<file path="config.mk">
export PLATFORM = sky130hd
export DESIGN_NAME = i2s_tx_top
export DESIGN_NICKNAME = d
export VERILOG_FILES = /design/src/i2s_pkg.sv /design/src/i2s_axil_regs.sv /design/src/i2s_clock_gen.sv /design/src/i2s_sample_fifo.sv /design/src/i2s_transmitter.sv /design/src/i2s_tx_top.sv
export SDC_FILE = /design/constraint.sdc
export NUM_CORES = 1
export LEC_CHECK = 0
export BUFFER_PORTS_ARGS = -buffer_cell sky130_fd_sc_hd__buf_2
export CAP_MARGIN = 20
export CORE_UTILIZATION = 48
export CTS_BUF_LIST = sky130_fd_sc_hd__clkbuf_4 sky130_fd_sc_hd__clkbuf_8
export DETAILED_ROUTE_END_ITERATION = 10
export PLACE_DENSITY = 0.68
export SYNTH_ARGS = -nofsm -noshare
export SYNTH_HDL_FRONTEND = slang
export SYNTH_SLANG_ARGS = --single-unit
</file>
<file path="constraint.sdc">
create_clock -name clk_in -period 3.51 [get_ports clk_in]
set_input_delay 0.702 -clock clk_in [delete_from_list [all_inputs] [get_ports clk_in]]
set_output_delay 0.702 -clock clk_in [all_outputs]
set_load 0.02 [all_outputs]
</file>
<file path="src/i2s_pkg.sv">
// I2S transmitter package with audio widths, register map and the shared structs
package i2s_pkg;

    // Audio framing
    localparam int AUDIO_BITS = 16;               // Sample width per channel
    localparam int FRAME_BITS = 64;               // Bit periods per stereo frame, half per slot

    // Sample buffer
    localparam int FIFO_DEPTH   = 8;              // Stereo samples held
    localparam int FIFO_LEVEL_W = 4;              // Counts 0 to FIFO_DEPTH inclusive

    // AXI4-Lite bus
    localparam int AXI_ADDR_W = 4;
    localparam int AXI_DATA_W = 32;

    // Register byte offsets
    localparam logic [AXI_ADDR_W-1:0] REG_CTRL   = 4'h0;
    localparam logic [AXI_ADDR_W-1:0] REG_STATUS = 4'h4;
    localparam logic [AXI_ADDR_W-1:0] REG_SAMPLE = 4'h8;

    // One stereo frame, same layout as the SAMPLE register
    typedef struct packed {
        logic [AUDIO_BITS-1:0] right;             // Upper half
        logic [AUDIO_BITS-1:0] left;              // Lower half
    } stereo_sample_t;

    // Control fields held by the register block
    typedef struct packed {
        logic [7:0] clk_div;                      // Bit clock half period is clk_div+1 cycles
        logic       bclk_invert;                  // Output bit clock falls mid period when set
        logic       enable;                       // Runs clock generator and transmitter
    } i2s_ctrl_t;

    // Status fields, packed in STATUS register bit order
    typedef struct packed {
        logic                    underrun;        // Bit 7, sticky
        logic                    overflow;        // Bit 6, sticky
        logic                    fifo_empty;      // Bit 5
        logic                    fifo_full;       // Bit 4
        logic [FIFO_LEVEL_W-1:0] fifo_level;      // Bits 3..0
    } i2s_status_t;

endpackage

</file>
<file path="src/i2s_axil_regs.sv">
// AXI4-Lite slave with control and status registers that pushes written samples to the FIFO
`timescale 1ns/1ps

module i2s_axil_regs
    import i2s_pkg::*;
(
    input  logic                    clk_in,
    input  logic                    arst_n,
    // Write address and data
    input  logic [AXI_ADDR_W-1:0]   awaddr,
    input  logic                    awvalid,
    output logic                    awready,
    input  logic [AXI_DATA_W-1:0]   wdata,
    input  logic [AXI_DATA_W/8-1:0] wstrb,
    input  logic                    wvalid,
    output logic                    wready,
    // Write response
    output logic [1:0]              bresp,
    output logic                    bvalid,
    input  logic                    bready,
    // Read address and data
    input  logic [AXI_ADDR_W-1:0]   araddr,
    input  logic                    arvalid,
    output logic                    arready,
    output logic [AXI_DATA_W-1:0]   rdata,
    output logic [1:0]              rresp,
    output logic                    rvalid,
    input  logic                    rready,
    // Core side
    output i2s_ctrl_t               ctrl,
    input  i2s_status_t             status,
    output logic                    push,
    output stereo_sample_t          push_data,
    output logic                    clear_overflow,
    output logic                    clear_underrun
);

    logic                  wr_ready;              // Shared awready/wready strobe
    logic                  wr_fire;               // Address and data taken this cycle
    logic                  rd_fire;               // Read address taken this cycle
    logic [AXI_DATA_W-1:0] rd_word;               // Decoded read value

    assign awready = wr_ready;
    assign wready  = wr_ready;
    assign bresp   = 2'b00;                       // Always OKAY
    assign rresp   = 2'b00;

    assign wr_fire = wr_ready && awvalid && wvalid;
    assign rd_fire = arready && arvalid;

    // Read mux, SAMPLE is write-only and reads as zero like unmapped space
    always_comb begin
        case (araddr)
            REG_CTRL:   rd_word = {16'b0, ctrl.clk_div, 6'b0, ctrl.bclk_invert, ctrl.enable};
            REG_STATUS: rd_word = AXI_DATA_W'(status);
            default:    rd_word = '0;
        endcase
    end

    // Write channel and control register
    always_ff @(posedge clk_in or negedge arst_n) begin
        if (!arst_n) begin
            wr_ready       <= 1'b0;
            bvalid         <= 1'b0;
            ctrl           <= '0;                 // Transmitter starts disabled
            push           <= 1'b0;
            clear_overflow <= 1'b0;
            clear_underrun <= 1'b0;
        end else begin
            // Single cycle ready once both channels wait and no response is pending
            wr_ready <= awvalid && wvalid && !bvalid && !wr_ready;
            if (wr_fire) begin
                bvalid <= 1'b1;
            end else if (bready) begin
                bvalid <= 1'b0;                   // Response accepted
            end
            push           <= wr_fire && (awaddr == REG_SAMPLE);
            clear_overflow <= wr_fire && (awaddr == REG_STATUS) && wstrb[0] && wdata[6];
            clear_underrun <= wr_fire && (awaddr == REG_STATUS) && wstrb[0] && wdata[7];
            if (wr_fire && (awaddr == REG_CTRL)) begin
                if (wstrb[0]) begin
                    ctrl.enable      <= wdata[0];
                    ctrl.bclk_invert <= wdata[1];
                end
                if (wstrb[1]) begin
                    ctrl.clk_div <= wdata[15:8];
                end
            end
        end
    end

    // Read channel handshake
    always_ff @(posedge clk_in or negedge arst_n) begin
        if (!arst_n) begin
            arready <= 1'b0;
            rvalid  <= 1'b0;
        end else begin
            arready <= arvalid && !rvalid && !arready;    // One read outstanding
            if (rd_fire) begin
                rvalid <= 1'b1;
            end else if (rready) begin
                rvalid <= 1'b0;
            end
        end
    end

    // Payload registers
    always_ff @(posedge clk_in) begin
        if (wr_fire) begin
            push_data <= stereo_sample_t'(wdata); // Qualified later by push
        end
        if (rd_fire) begin
            rdata <= rd_word;                     // Held until rready
        end
    end

endmodule

</file>
<file path="src/i2s_clock_gen.sv">
// Bit clock divider producing a 50/50 serial clock and a pulse at each bit period start
`timescale 1ns/1ps

module i2s_clock_gen (
    input  logic       clk_in,
    input  logic       arst_n,
    input  logic       enable,
    input  logic [7:0] clk_div,
    output logic       bclk,
    output logic       bit_pulse
);

    logic [7:0] div_cnt;                          // Cycles left in this half period

    always_ff @(posedge clk_in or negedge arst_n) begin
        if (!arst_n) begin
            div_cnt   <= '0;
            bclk      <= 1'b0;
            bit_pulse <= 1'b0;
        end else if (!enable) begin
            // Idle, first toggle comes right after enable
            div_cnt   <= '0;
            bclk      <= 1'b0;
            bit_pulse <= 1'b0;
        end else if (div_cnt == '0) begin
            div_cnt   <= clk_div;                 // Half period is clk_div+1 cycles
            bclk      <= ~bclk;
            bit_pulse <= ~bclk;                   // Only on the rising toggle
        end else begin
            div_cnt   <= div_cnt - 1;
            bit_pulse <= 1'b0;
        end
    end

endmodule

</file>
<file path="src/i2s_sample_fifo.sv">
// Stereo sample FIFO with level, full and empty flags and sticky overflow and underrun
`timescale 1ns/1ps

module i2s_sample_fifo
    import i2s_pkg::*;
(
    input  logic                    clk_in,
    input  logic                    arst_n,
    input  logic                    push,
    input  stereo_sample_t          push_data,
    input  logic                    pop,
    output stereo_sample_t          pop_data,
    input  logic                    clear_overflow,
    input  logic                    clear_underrun,
    output logic [FIFO_LEVEL_W-1:0] level,
    output logic                    full,
    output logic                    empty,
    output logic                    overflow,
    output logic                    underrun
);

    stereo_sample_t                 mem [FIFO_DEPTH];
    logic [$clog2(FIFO_DEPTH)-1:0]  wr_ptr, rd_ptr;   // Wrap naturally, depth is a power of two
    logic [FIFO_LEVEL_W-1:0]        count;
    logic                           do_push, do_pop;

    assign full     = (count == FIFO_LEVEL_W'(FIFO_DEPTH));
    assign empty    = (count == '0);
    assign level    = count;
    assign do_push  = push && !full;              // Pushes into a full buffer are dropped
    assign do_pop   = pop && !empty;
    assign pop_data = empty ? '0 : mem[rd_ptr];   // Silence when nothing is buffered

    always_ff @(posedge clk_in) begin
        if (do_push) begin
            mem[wr_ptr] <= push_data;
        end
    end

    always_ff @(posedge clk_in or negedge arst_n) begin
        if (!arst_n) begin
            wr_ptr   <= '0;
            rd_ptr   <= '0;
            count    <= '0;
            overflow <= 1'b0;
            underrun <= 1'b0;
        end else begin
            if (do_push) wr_ptr <= wr_ptr + 1;
            if (do_pop)  rd_ptr <= rd_ptr + 1;
            case ({do_push, do_pop})
                2'b10:   count <= count + 1;
                2'b01:   count <= count - 1;
                default: count <= count;          // Both or neither
            endcase
            // A new error wins over a clear in the same cycle
            if (push && full) overflow <= 1'b1;
            else if (clear_overflow) overflow <= 1'b0;
            if (pop && empty) underrun <= 1'b1;
            else if (clear_underrun) underrun <= 1'b0;
        end
    end

endmodule

</file>
<file path="src/i2s_transmitter.sv">
// I2S frame serializer driving word clock, data and the phase aligned bit clock
`timescale 1ns/1ps

module i2s_transmitter
    import i2s_pkg::*;
(
    input  logic           clk_in,
    input  logic           arst_n,
    input  logic           enable,
    input  logic           bclk_invert,
    input  logic           bclk,
    input  logic           bit_pulse,
    output logic           pop,
    input  stereo_sample_t pop_data,
    output logic           i2s_bclk,
    output logic           i2s_wclk,
    output logic           i2s_data
);

    logic [$clog2(FRAME_BITS)-1:0] bit_cnt;       // Bit period within the frame
    logic [AUDIO_BITS-1:0]         shift_q;       // Serial data, MSB goes out first
    logic [AUDIO_BITS-1:0]         right_q;       // Right sample waiting for its slot
    logic                          frame_active;  // Set after the first frame is fetched
    logic                          frame_start;

    // Counter wraps from 63 to 0 here
    assign frame_start = enable && bit_pulse && (bit_cnt == '1);
    assign pop         = frame_start;             // FIFO head taken this same cycle
    assign i2s_wclk    = frame_active && bit_cnt[$clog2(FRAME_BITS)-1];  // High in right slot
    assign i2s_data    = shift_q[AUDIO_BITS-1];

    always_ff @(posedge clk_in or negedge arst_n) begin
        if (!arst_n) begin
            bit_cnt      <= '1;
            shift_q      <= '0;
            frame_active <= 1'b0;
            i2s_bclk     <= 1'b0;
        end else begin
            // One cycle behind raw bclk, default polarity rises mid bit period
            i2s_bclk <= frame_active && (bclk ^ ~bclk_invert);
            if (!enable) begin
                bit_cnt      <= '1;               // Next bit_pulse opens a frame
                shift_q      <= '0;
                frame_active <= 1'b0;
            end else if (bit_pulse) begin
                bit_cnt <= bit_cnt + 1;
                if (frame_start) begin
                    shift_q      <= pop_data.left;
                    frame_active <= 1'b1;
                end else if (bit_cnt == $clog2(FRAME_BITS)'(FRAME_BITS/2 - 1)) begin
                    shift_q <= right_q;           // Start of right slot
                end else begin
                    shift_q <= shift_q << 1;      // Zero fill after the sample bits
                end
            end
        end
    end

    always_ff @(posedge clk_in) begin
        if (frame_start) begin
            right_q <= pop_data.right;            // Both channels captured together
        end
    end

endmodule

</file>
<file path="src/i2s_tx_top.sv">
// Top of the AXI4-Lite I2S transmitter joining registers, FIFO, clock divider and serializer
`timescale 1ns/1ps

module i2s_tx_top
    import i2s_pkg::*;
(
    input  logic                    clk_in,
    input  logic                    arst_n,
    input  logic [AXI_ADDR_W-1:0]   awaddr,
    input  logic                    awvalid,
    output logic                    awready,
    input  logic [AXI_DATA_W-1:0]   wdata,
    input  logic [AXI_DATA_W/8-1:0] wstrb,
    input  logic                    wvalid,
    output logic                    wready,
    output logic [1:0]              bresp,
    output logic                    bvalid,
    input  logic                    bready,
    input  logic [AXI_ADDR_W-1:0]   araddr,
    input  logic                    arvalid,
    output logic                    arready,
    output logic [AXI_DATA_W-1:0]   rdata,
    output logic [1:0]              rresp,
    output logic                    rvalid,
    input  logic                    rready,
    output logic                    i2s_bclk,
    output logic                    i2s_wclk,
    output logic                    i2s_data
);

    i2s_ctrl_t               ctrl;
    i2s_status_t             status;
    stereo_sample_t          push_data, pop_data;
    logic                    push, pop, clear_overflow, clear_underrun;
    logic [FIFO_LEVEL_W-1:0] level;
    logic                    full, empty, overflow, underrun;
    logic                    bclk, bit_pulse;

    // STATUS word built from the FIFO flags
    assign status = '{underrun: underrun, overflow: overflow, fifo_empty: empty,
                      fifo_full: full, fifo_level: level};

    i2s_axil_regs regs_i (
        .clk_in, .arst_n,
        .awaddr, .awvalid, .awready, .wdata, .wstrb, .wvalid, .wready,
        .bresp, .bvalid, .bready,
        .araddr, .arvalid, .arready, .rdata, .rresp, .rvalid, .rready,
        .ctrl, .status, .push, .push_data, .clear_overflow, .clear_underrun
    );

    i2s_sample_fifo fifo_i (
        .clk_in, .arst_n, .push, .push_data, .pop, .pop_data,
        .clear_overflow, .clear_underrun, .level, .full, .empty, .overflow, .underrun
    );

    i2s_clock_gen clock_gen_i (
        .clk_in, .arst_n, .enable(ctrl.enable), .clk_div(ctrl.clk_div), .bclk, .bit_pulse
    );

    i2s_transmitter transmitter_i (
        .clk_in, .arst_n, .enable(ctrl.enable), .bclk_invert(ctrl.bclk_invert),
        .bclk, .bit_pulse, .pop, .pop_data, .i2s_bclk, .i2s_wclk, .i2s_data
    );

endmodule

</file>
==> metrics, run 1 <==
Residual DRC=0; Final setup viols=0; Post-synth EDFFs=320; maxcap violations=0; Psw=1.84 mW; GP Congestion=0.756; Slew HR=41.3%; Initial Utilization=48.6%; Setup crit end kind=flip-flop; delay-heaviest family, CP=simple AND/OR/NAND/NOR gates; GRT Total Usage=18.7%; critical path's largest stage delay=590 ps; asr flop ratio synth=16.4%; CP required=4000 ps; Core Footprint=30500 um^2; # fillers=2355; initial antenna violation count=1; Slew Limit Fails=0; Final #Nets=982; Area Overhead vs Synth=14.6%; final hold vios=0; P_leak=5.82 nW; setup bufs post-CTS=0; Peak VDD IR=0.000380 V; switch share=20.3%; critical path class=flip-flop to flip-flop; Worst Path Max Fanout=8; worst clock skew=24.6 ps; Top FF cell, synth=edfxtp_1; Worst-path clk slew=60 ps; Hold Path Class=primary input to asynchronous set/reset pin; Final Cycle Share=77.2%; post-route minimum period=2710 ps; Cell Area, Synth=14800 um^2; first-pass detailed-route iteration total=5; Synth cell types=44; Crit path buffers/inverters=1; Avg WL per Cell=20.4 um; Die Area=31600 um^2; clock share of power=43.1%; Die W=178 um; setup TNS=0 ps; R2R Setup Slk=800 ps; largest net degree at the start of global routing=46; Seq. cell area=11200 um^2; CTS tree=yes; grt ovf=0; synthesis-stage register bit count=383; # hold bufs at CTS=0; row cnt=64; FMAX=369 MHz; fraction of layout cells with a size suffix above 1=27.6%; total number of vias=7518; type of origin of the critical path=flip-flop; first-pass GRT wire length=44000 um; routed wire length=28000 um; Root Buffer=clkbuf_8; CTS Buf Count=60; Post-CTS Resized=0; port bufs=72; Gate power share=2.1%; CTS sink cnt=383; commonest non-fill, non-tap cell in the layout=edfxtp_1; most common cell type on the critical path=xor2_1; Iter 0 DRT Violations=618; unrepaired setup endpoints after global routing=false; crit-path cells=or4b_1, and2_1, inv_1, ha_1, xor2_1, ha_1, a21oi_1, xor2_1, nor2_1, xor2_1; Slew @ Worst Pin=880 ps; Yosys warning count=0; most frequent cells in the layout=edfxtp_1 (320), buf_2 (72), clkbuf_8 (64), dfrtp_1 (55), mux2i_1 (50); number of global-route vias before repair=7715; Multi-input gate area=3390 um^2; status=finished clean; Mapped Avg Cell Area=18.5 um^2; Max Root-Sink Buffers=3; Top Ports=95; Synth Instances=803; routed vias/inst=5.48; Pwr per Cell Area=532 nW/um^2; DIE HEIGHT=178 um; Reg power frac=54.8%; clk_lat worst skew=610 ps; Slowest-stage cell, CP=or4b_1; Seq/Total Area, Yosys=75.4%; H-tree depth=2; Core Util, Final=55.8%; Detailed Place HPWL=15900 um; Arrival @ worst endpoint=3200 ps; post-route antenna net violation count=0; P_int=7.21 mW
## power by group through the flow
stage          sequential, mW  combinational, mW  clock, mW
2_1_floorplan            5.06              0.103          0
3_3_place_gp             5.05              0.189          0
3_5_place_dp             5.05              0.192          0
4_1_cts                  4.96              0.192       3.99
5_1_grt                  4.96              0.209       4.20
6_report                 4.96              0.189       3.90
## per-layer routing
metal	GRT usage (%)	routed length (um)	vias up	share of wire (%)
met4	6.05	541	0	1.9
met3	3.45	1570	48	5.6
li1	-	-	3389	-
met2	29.9	13600	205	49
met5	0	0	-	0
met1	26.2	12300	3876	44
## kinds of logic (layout without fill, tap and decap cells)
| family | count (synthesis) | after routing | share of synthesized area (%) |
|---|---|---|---|
| buf+inv | 71 | 224 | 2.63 |
| mux | 110 | 110 | 11.6 |
| xor+xnor | 18 | 18 | 1.06 |
| fa+ha+maj | 8 | 8 | 0.675 |
| other cells | 1 | 21 | 0.0253 |
| flops | 383 | 383 | 75.4 |
| simple gates | 110 | 110 | 3.85 |
| compound gates | 102 | 102 | 4.71 |
## registers in the layout, summed over array words and instances, names as in the netlist, 3 cells and up
name,count
fifo_i.wr_ptr,3
regs_i.ctrl,10
fifo_i.rd_ptr,3
fifo_i.level,4
transmitter_i.shift_q,16
transmitter_i.right_q,16
regs_i.rdata,16
transmitter_i.bit_cnt,6
clock_gen_i.div_cnt,8
fifo_i.mem,256
regs_i.push_data,32
## final timing paths
kind	endpoint	cells after the start	start
worst min register to register	fifo_i.underrun$_DFFE_PN0P_	1	regs_i.clear_underrun$_DFF_PN0_
max in group asynchronous	transmitter_i.bit_cnt[2]$_DFFE_PN1P_	2	arst_n
worst max-delay path	fifo_i.level[2]$_DFFE_PN0P_	10	fifo_i.level[1]$_DFFE_PN0P_
worst max register to register	fifo_i.level[2]$_DFFE_PN0P_	10	fifo_i.level[1]$_DFFE_PN0P_
min in group clk_in	regs_i.push$_DFF_PN0_	2	awaddr[0]
worst min-delay path	clock_gen_i.div_cnt[2]$_DFF_PN0_	1	arst_n
## final cells by class
| class | count | share of cell area (%) |
|---|---|---|
| tap | 396 | 2.91 |
| timing repair buffer | 98 | 3.49 |
| inverter | 12 | 0.265 |
| clock buffer | 79 | 5.84 |
| clock inverter | 35 | 1.69 |
| antenna | 1 | 0.0147 |
| sequential | 383 | 65.8 |
| multi-input combinational | 368 | 19.9 |
## cells in the mapped netlist (2+ instances only)
master,n,share of area [%]
a22oi_1,31,1.6
a21oi_1,3,0.10
a22o_1,2,0.12
edfxtp_1,320,65
xnor2_1,9,0.53
nand2_1,20,0.51
o2bb2ai_1,8,0.47
buf_6,3,0.23
nor4_1,5,0.21
inv_1,12,0.30
dfrtp_1,57,9.6
ha_1,8,0.67
nand4_1,3,0.13
nor3_1,5,0.17
nor2_1,34,0.86
mux2i_1,50,3.4
and2_1,15,0.63
or3_1,2,0.084
dfstp_2,6,1.1
o211ai_1,16,0.81
mux4_2,48,7.3
a21o_1,3,0.15
nand3_1,4,0.13
nand2b_1,6,0.25
mux2_2,11,0.83
o21ai_0,20,0.67
buf_4,21,1.1
nor2b_1,5,0.21
and3_1,5,0.21
buf_1,4,0.10
buf_2,18,0.61
clkbuf_1,13,0.33
xor2_1,9,0.53
a31oi_1,17,0.72
## stage by stage
step	total power, mW	hold slack (ps)	cells	cell area (um^2)	setup slack [ps]
global route	9.37	235	1371	17000	589
finish	9.05	217	1372	17000	801
CTS	9.14	214	1371	17000	821
floorplan	5.16	400	822	14900	764
detailed placement	5.24	422	1257	15700	840
global placement	5.24	401	1257	15700	917
(Power assumes the default switching activity.)
==> inputs of run 2 (changes only) <==
==> constraint.sdc (replaced) <==
create_clock -name clk_in -period 2.45 [get_ports clk_in]
set_input_delay 0.49 -clock clk_in [delete_from_list [all_inputs] [get_ports clk_in]]
set_output_delay 0.49 -clock clk_in [all_outputs]
set_load 0.02 [all_outputs]
==> run 2 against run 1 <==
Against the previous run: cell count grew 1.1%; cell area rose by 1.2%; combinational power grew 52%; worst hold slack got worse by 150 ps; wire length fell by 0.19%; non-clock buffer count grew 21; power increased by 42%; die area did not move.
==> metrics, run 2 (synthesis results as in run 1) <==
fraction of layout cells with a size suffix above 1=30.0%; Hold Path Class=primary input to flip-flop; total number of vias=7503; routed wire length=28000 um; ANT cells=0; clk_lat worst skew=600 ps; post-route minimum period=2280 ps; maxcap violations=0; Worst Path Max Fanout=4; Slew Limit Fails=0; critical path class=flip-flop to flip-flop; routed vias/inst=5.41; Worst-path clk slew=70 ps; Root Buffer=clkbuf_8; Max Root-Sink Buffers=3; Slew @ Worst Pin=842 ps; type of origin of the critical path=flip-flop; Core Footprint=30500 um^2; status=finished clean; Detailed Place HPWL=16900 um; max FFs per register=256; DIE HEIGHT=178 um; largest registers=fifo_i.mem (256), regs_i.push_data (32); first-pass detailed-route iteration total=5; R2R depth=10; Die Area=31600 um^2; row cnt=64; FMAX=439 MHz; Arrival @ worst endpoint=2760 ps; R2R Setup Slk=170 ps; number of global-route vias before repair=7690; CTS tree=yes; GRT Total Usage=18.5%; Final setup viols=0; CP endpoint=fifo_i.level[2]$_DFFE_PN0P_; CP required=2930 ps; initial antenna violation count=0; worst r2r src=transmitter_i.bit_cnt[0]$_DFFE_PN1P_; Residual DRC=0; setup TNS=0 ps; most frequent cells in the layout=edfxtp_1 (320), buf_2 (72), clkbuf_8 (66), dfrtp_1 (55), mux2i_1 (50); Initial Utilization=48.6%; unrepaired setup endpoints after global routing=false; crit path from=transmitter_i.bit_cnt[0]$_DFFE_PN1P_; Final Cycle Share=93.0%; Top Ports=95; P_leak=5.96 nW; H-tree depth=2; first-pass GRT wire length=43800 um; Power Total=12.9 mW; largest reg by FF count=fifo_i.mem; final hold vios=0; Setup crit end kind=flip-flop; GP Congestion=0.779; Iter 0 DRT Violations=462; Area Overhead vs Synth=16.0%; CTS sink cnt=383; Peak VDD IR=0.000468 V; Slew HR=43.8%; Pwr per Cell Area=749 nW/um^2; worst clock skew=35.6 ps; worst hold slack=67.9 ps; CTS Buf Count=58; port bufs=72; post-route antenna net violation count=0; Final #Nets=1001; setup bufs post-CTS=0; largest net degree at the start of global routing=39; grt ovf=0; Avg WL per Cell=20.2 um; commonest non-fill, non-tap cell in the layout=edfxtp_1; Die W=178 um; RR Endpoint=fifo_i.level[2]$_DFFE_PN0P_
-- run 2: final cells by class --
cell class	count	area, um^2
clock buffers	85	1050
inverters	12	45.0
multi-input cells	368	3400
clock inverters	24	210
flip-flops and latches	383	11200
fillers	2351	13300
well taps	396	495
repair buffers	119	816
-- run 2: worst max-delay path: stages (launching register included) --
cell	delay (ps)
dfstp_2	550
ha_1	200
nand4_1	170
nor3_2	260
ha_1	220
xor2_1	70
ha_1	170
a21oi_1	150
xor2_1	160
nor2_1	60
xor2_1	140
-- run 2: what timing repair did --
action	in CTS	in global routing
setup endpoints to repair	0	1
resized for setup	0	2
endpoints found under the hold margin	19	0
hold buffers	1	0
-- run 2: worst min path at each step --
| stage | start | to | slack (ps) | cells after the start |
|---|---|---|---|---|
| 2_1_floorplan | arst_n | clock_gen_i.bclk$_DFFE_PN0P_ | 190 | 0 |
| 3_3_place_gp | regs_i.clear_underrun$_DFF_PN0_ | fifo_i.underrun$_DFFE_PN0P_ | 410 | 1 |
| 3_5_place_dp | regs_i.clear_overflow$_DFF_PN0_ | fifo_i.overflow$_DFFE_PN0P_ | 430 | 1 |
| 4_1_cts | wdata[16] | regs_i.push_data[16]$_DFFE_PP_ | 30 | 1 |
| 5_1_grt | wdata[28] | regs_i.push_data[28]$_DFFE_PP_ | 30 | 1 |
| 6_report | awaddr[1] | regs_i.push$_DFF_PN0_ | 70 | 2 |
-- run 2: through the flow --
| step | std cells | area, um^2 | utilization, % | worst slack [ps] |
|---|---|---|---|---|
| floorplan | 822 | 14900 | - | -296 |
| global placement | 1277 | 15900 | 52.2 | 169 |
| detailed placement | 1277 | 15900 | 52.2 | 169 |
| CTS | 1387 | 17200 | 56.4 | 149 |
| global route | 1387 | 17200 | 56.4 | 19.6 |
| finish | 1387 | 17200 | 56.4 | 172 |
-- run 2: routing by layer --
layer | GRT usage [%] | routed length, um
met5 | 0 | 0
met4 | 5.52 | 553
met3 | 3.19 | 1250
met2 | 30.2 | 13600
met1 | 25.6 | 12500
-- run 2: report_power, final --
part	internal [mW]	switching (mW)	leakage (nW)	total (mW)
logic	0.0973	0.189	1.55	0.287
clock network	3.17	2.33	0.671	5.51
registers	7.06	0.0360	3.74	7.10
total	10.3	2.56	5.96	12.9
==> inputs of run 3 (changes only) <==
--- a/config.mk
+++ b/config.mk
@@ -7,10 +7,13 @@
 export LEC_CHECK = 0
 export BUFFER_PORTS_ARGS = -buffer_cell sky130_fd_sc_hd__buf_2
 export CAP_MARGIN = 20
+export CELL_PAD_IN_SITES_DETAIL_PLACEMENT = 0
+export CELL_PAD_IN_SITES_GLOBAL_PLACEMENT = 1
 export CORE_UTILIZATION = 48
 export CTS_BUF_LIST = sky130_fd_sc_hd__clkbuf_4 sky130_fd_sc_hd__clkbuf_8
 export DETAILED_ROUTE_END_ITERATION = 10
-export PLACE_DENSITY = 0.68
+export PLACE_DENSITY_LB_ADDON = 0.1
 export SYNTH_ARGS = -nofsm -noshare
 export SYNTH_HDL_FRONTEND = slang
+export SYNTH_HIERARCHICAL = 1
 export SYNTH_SLANG_ARGS = --single-unit
==> run 3 against run 2 <==
Against the previous run: setup slack got worse by 140 ps; die area increased by 2.5%; first-iteration DRC count decreased by 12%; critical path depth increased by 2; sequential cell count unchanged; cell count increased by 0.22%; utilization increased by 0.62 points; count of clock-buffer cells in the layout increased by 13; critical path type unchanged.
==> metrics, run 3 <==
status=finished clean; Seq/Total Area, Yosys=73.6%; Hold Path Class=primary input to flip-flop; P_leak=6.21 nW; Mapped Avg Cell Area=19.0 um^2; number of global-route vias before repair=8032; hold path startpoint=wdata[22]; Root Buffer=clkbuf_8; Synth area leaders=edfxtp_1 (63%), mux4_2 (9.5%), dfrtp_1 (9.4%); port bufs=72; count leader, synth=edfxtp_1; fraction of layout cells with a size suffix above 1=34.7%; Setup crit end kind=flip-flop; Final #Nets=1003; Worst Path Max Fanout=3; Die W=180 um; FMAX=414 MHz; routed vias/inst=5.40; Placed Instance Area=16300 um^2; Initial Utilization=49.2%; maxcap violations=0; Synth top area share=63.2%; post-route minimum period=2410 ps; Area Overhead vs Synth=16.0%; Slew HR=49.1%; Core Footprint=30900 um^2; worst clock skew=28.1 ps; row cnt=64; Synth Instances=802; post-synth top area cell=edfxtp_1; routed wire length=30400 um; unrepaired setup endpoints after global routing=true; commonest non-fill, non-tap cell in the layout=edfxtp_1; CTS Buf Count=66; Top FF cell, synth=edfxtp_1; first-pass GRT wire length=46900 um; Arrival @ worst endpoint=2900 ps; Residual DRC=0; Top Ports=95; largest net degree at the start of global routing=38; Max Root-Sink Buffers=3; Yosys warning count=6; Post-synth EDFFs=320; Slew @ Worst Pin=764 ps; post-route antenna net violation count=0; most frequent cells in the layout=edfxtp_1 (320), clkbuf_8 (76), buf_2 (72), mux4_2 (64), dfrtp_1 (54); synthesis-stage register bit count=383; H-tree depth=3; Avg WL per Cell=21.8 um; Pwr per Cell Area=748 nW/um^2; Detailed Place HPWL=17700 um; GP Congestion=0.732; CP required=2940 ps; GRT Total Usage=19.5%; grt ovf=0; Iter 0 DRT Violations=406; Cell Area, Synth=15200 um^2; type of origin of the critical path=flip-flop; critical path class=flip-flop to flip-flop; CTS sink cnt=383; Post-synth top cells=edfxtp_1 (320), mux4_2 (64), dfrtp_1 (57); initial antenna violation count=0; ANT cells=0; max FFs per register=256; Final Cycle Share=98.5%; first-pass detailed-route iteration total=5; DIE HEIGHT=180 um; DP Worst Slack=25.4 ps; Slew Limit Fails=0; Die Area=32400 um^2; final hold vios=0; worst r2r src=transmitter_i/bit_cnt[0]$_DFFE_PN1P_; Final setup viols=0; final setup margin=35.7 ps; clk_lat worst skew=570 ps; Peak VDD IR=0.000416 V; largest reg by FF count=fifo_i/mem; # fillers=2384; Synth cell types=59; design area=17600 um^2; Worst-path clk slew=60 ps; largest registers=fifo_i/mem (256), regs_i/push_data (32); asr flop ratio synth=16.4%; crit path from=transmitter_i/bit_cnt[0]$_DFFE_PN1P_; CTS tree=yes; total number of vias=7509
## run 3: cell count changes after synthesis, moves of 6 or more
cell / change
o221ai_2: +8
o221ai_1: +6
o21ai_0: -13
mux4_2: +16
buf_6: +6
a31oi_1: -17
nand2_1: +18
o211ai_1: -15
clkbuf_1: -10
nor2_1: +14
a22oi_1: -31
inv_1: +10
o2bb2ai_1: -8
## run 3: worst paths after layout
path | slack (ps) | cells after the start | endpoint
hold reg to reg | 420 | 1 | fifo_i/underrun$_DFFE_PN0P_
setup / recovery | 40 | 12 | fifo_i/level[2]$_DFFE_PN0P_
setup reg to reg | 40 | 12 | fifo_i/level[2]$_DFFE_PN0P_
max in group asynchronous | 1250 | 3 | fifo_i/rd_ptr[0]$_DFFE_PN0P_
hold / removal | 100 | 1 | regs_i/push_data[22]$_DFFE_PP_
min in group asynchronous | 510 | 2 | clock_gen_i/bclk$_DFFE_PN0P_
## run 3: timing repair
action                     CTS  global route
setup endpoints to repair    0             2
hold endpoints to repair    12             0
setup buffers                0             3
resized for setup            0             1
hold buffers                 1             0
## run 3: kinds of logic after synthesis
family	synth area share, %
compound gates	2.45
buf+inv	3.13
simple gates	5.49
flops	73.6
fa+ha+maj	0.658
mux	13.8
other cells	0.0247
xor+xnor	0.864
## run 3: stage by stage
stage | setup TNS, ps | hold slack (ps) | cells | utilization, % | power, mW
2_1_floorplan | -956 | 194 | 821 | - | 7.43
3_3_place_gp | 0 | 403 | 1268 | 52.6 | 7.56
3_5_place_dp | 0 | 421 | 1268 | 52.6 | 7.57
4_1_cts | 0 | 54.9 | 1387 | 57.0 | 13.4
5_1_grt | -127 | 59.3 | 1390 | 57.1 | 13.7
6_report | 0 | 96.4 | 1390 | 57.1 | 13.2
## run 3: layout make-up
cell class                 instances  area (um^2)  share of cell area [%]
tap                              396          495                    2.81
clock inverter                    20          134                   0.759
inverter                          23         86.3                   0.490
sequential                       383        11200                    63.5
multi-input combinational        362         3690                    20.9
clock buffer                      98         1210                    6.87
timing repair buffer             108          821                    4.65
## run 3: where the power goes
group | internal (mW) | switching [mW] | leakage, nW
sequential | 7.06 | 0.0404 | 3.74
combinational | 0.113 | 0.220 | 1.76
clock | 3.29 | 2.46 | 0.713
total | 10.5 | 2.72 | 6.21
## run 3: critical path, cell delays in order (launching register included)
cell and delay [ps]:
dfstp_2 550, ha_4 140, and4_4 230, nand3_4 80, nor2_4 140, nor2b_4 220
ha_4 150, xor2_1 160, ha_2 190, a21oi_2 40, xor2_1 160, nor2_1 130
xor2_1 150
## run 3: routing by layer
layer | vias to the layer above | part of all wire (%) | wire [um] | global-route usage (%)
met2 | 159 | 51 | 15400 | 32.5
met1 | 3901 | 44 | 13300 | 26.1
met5 | - | 0 | 0 | 0
li1 | 3385 | - | - | -
met3 | 64 | 3.2 | 985 | 3.36
met4 | 0 | 2.3 | 700 | 6.79
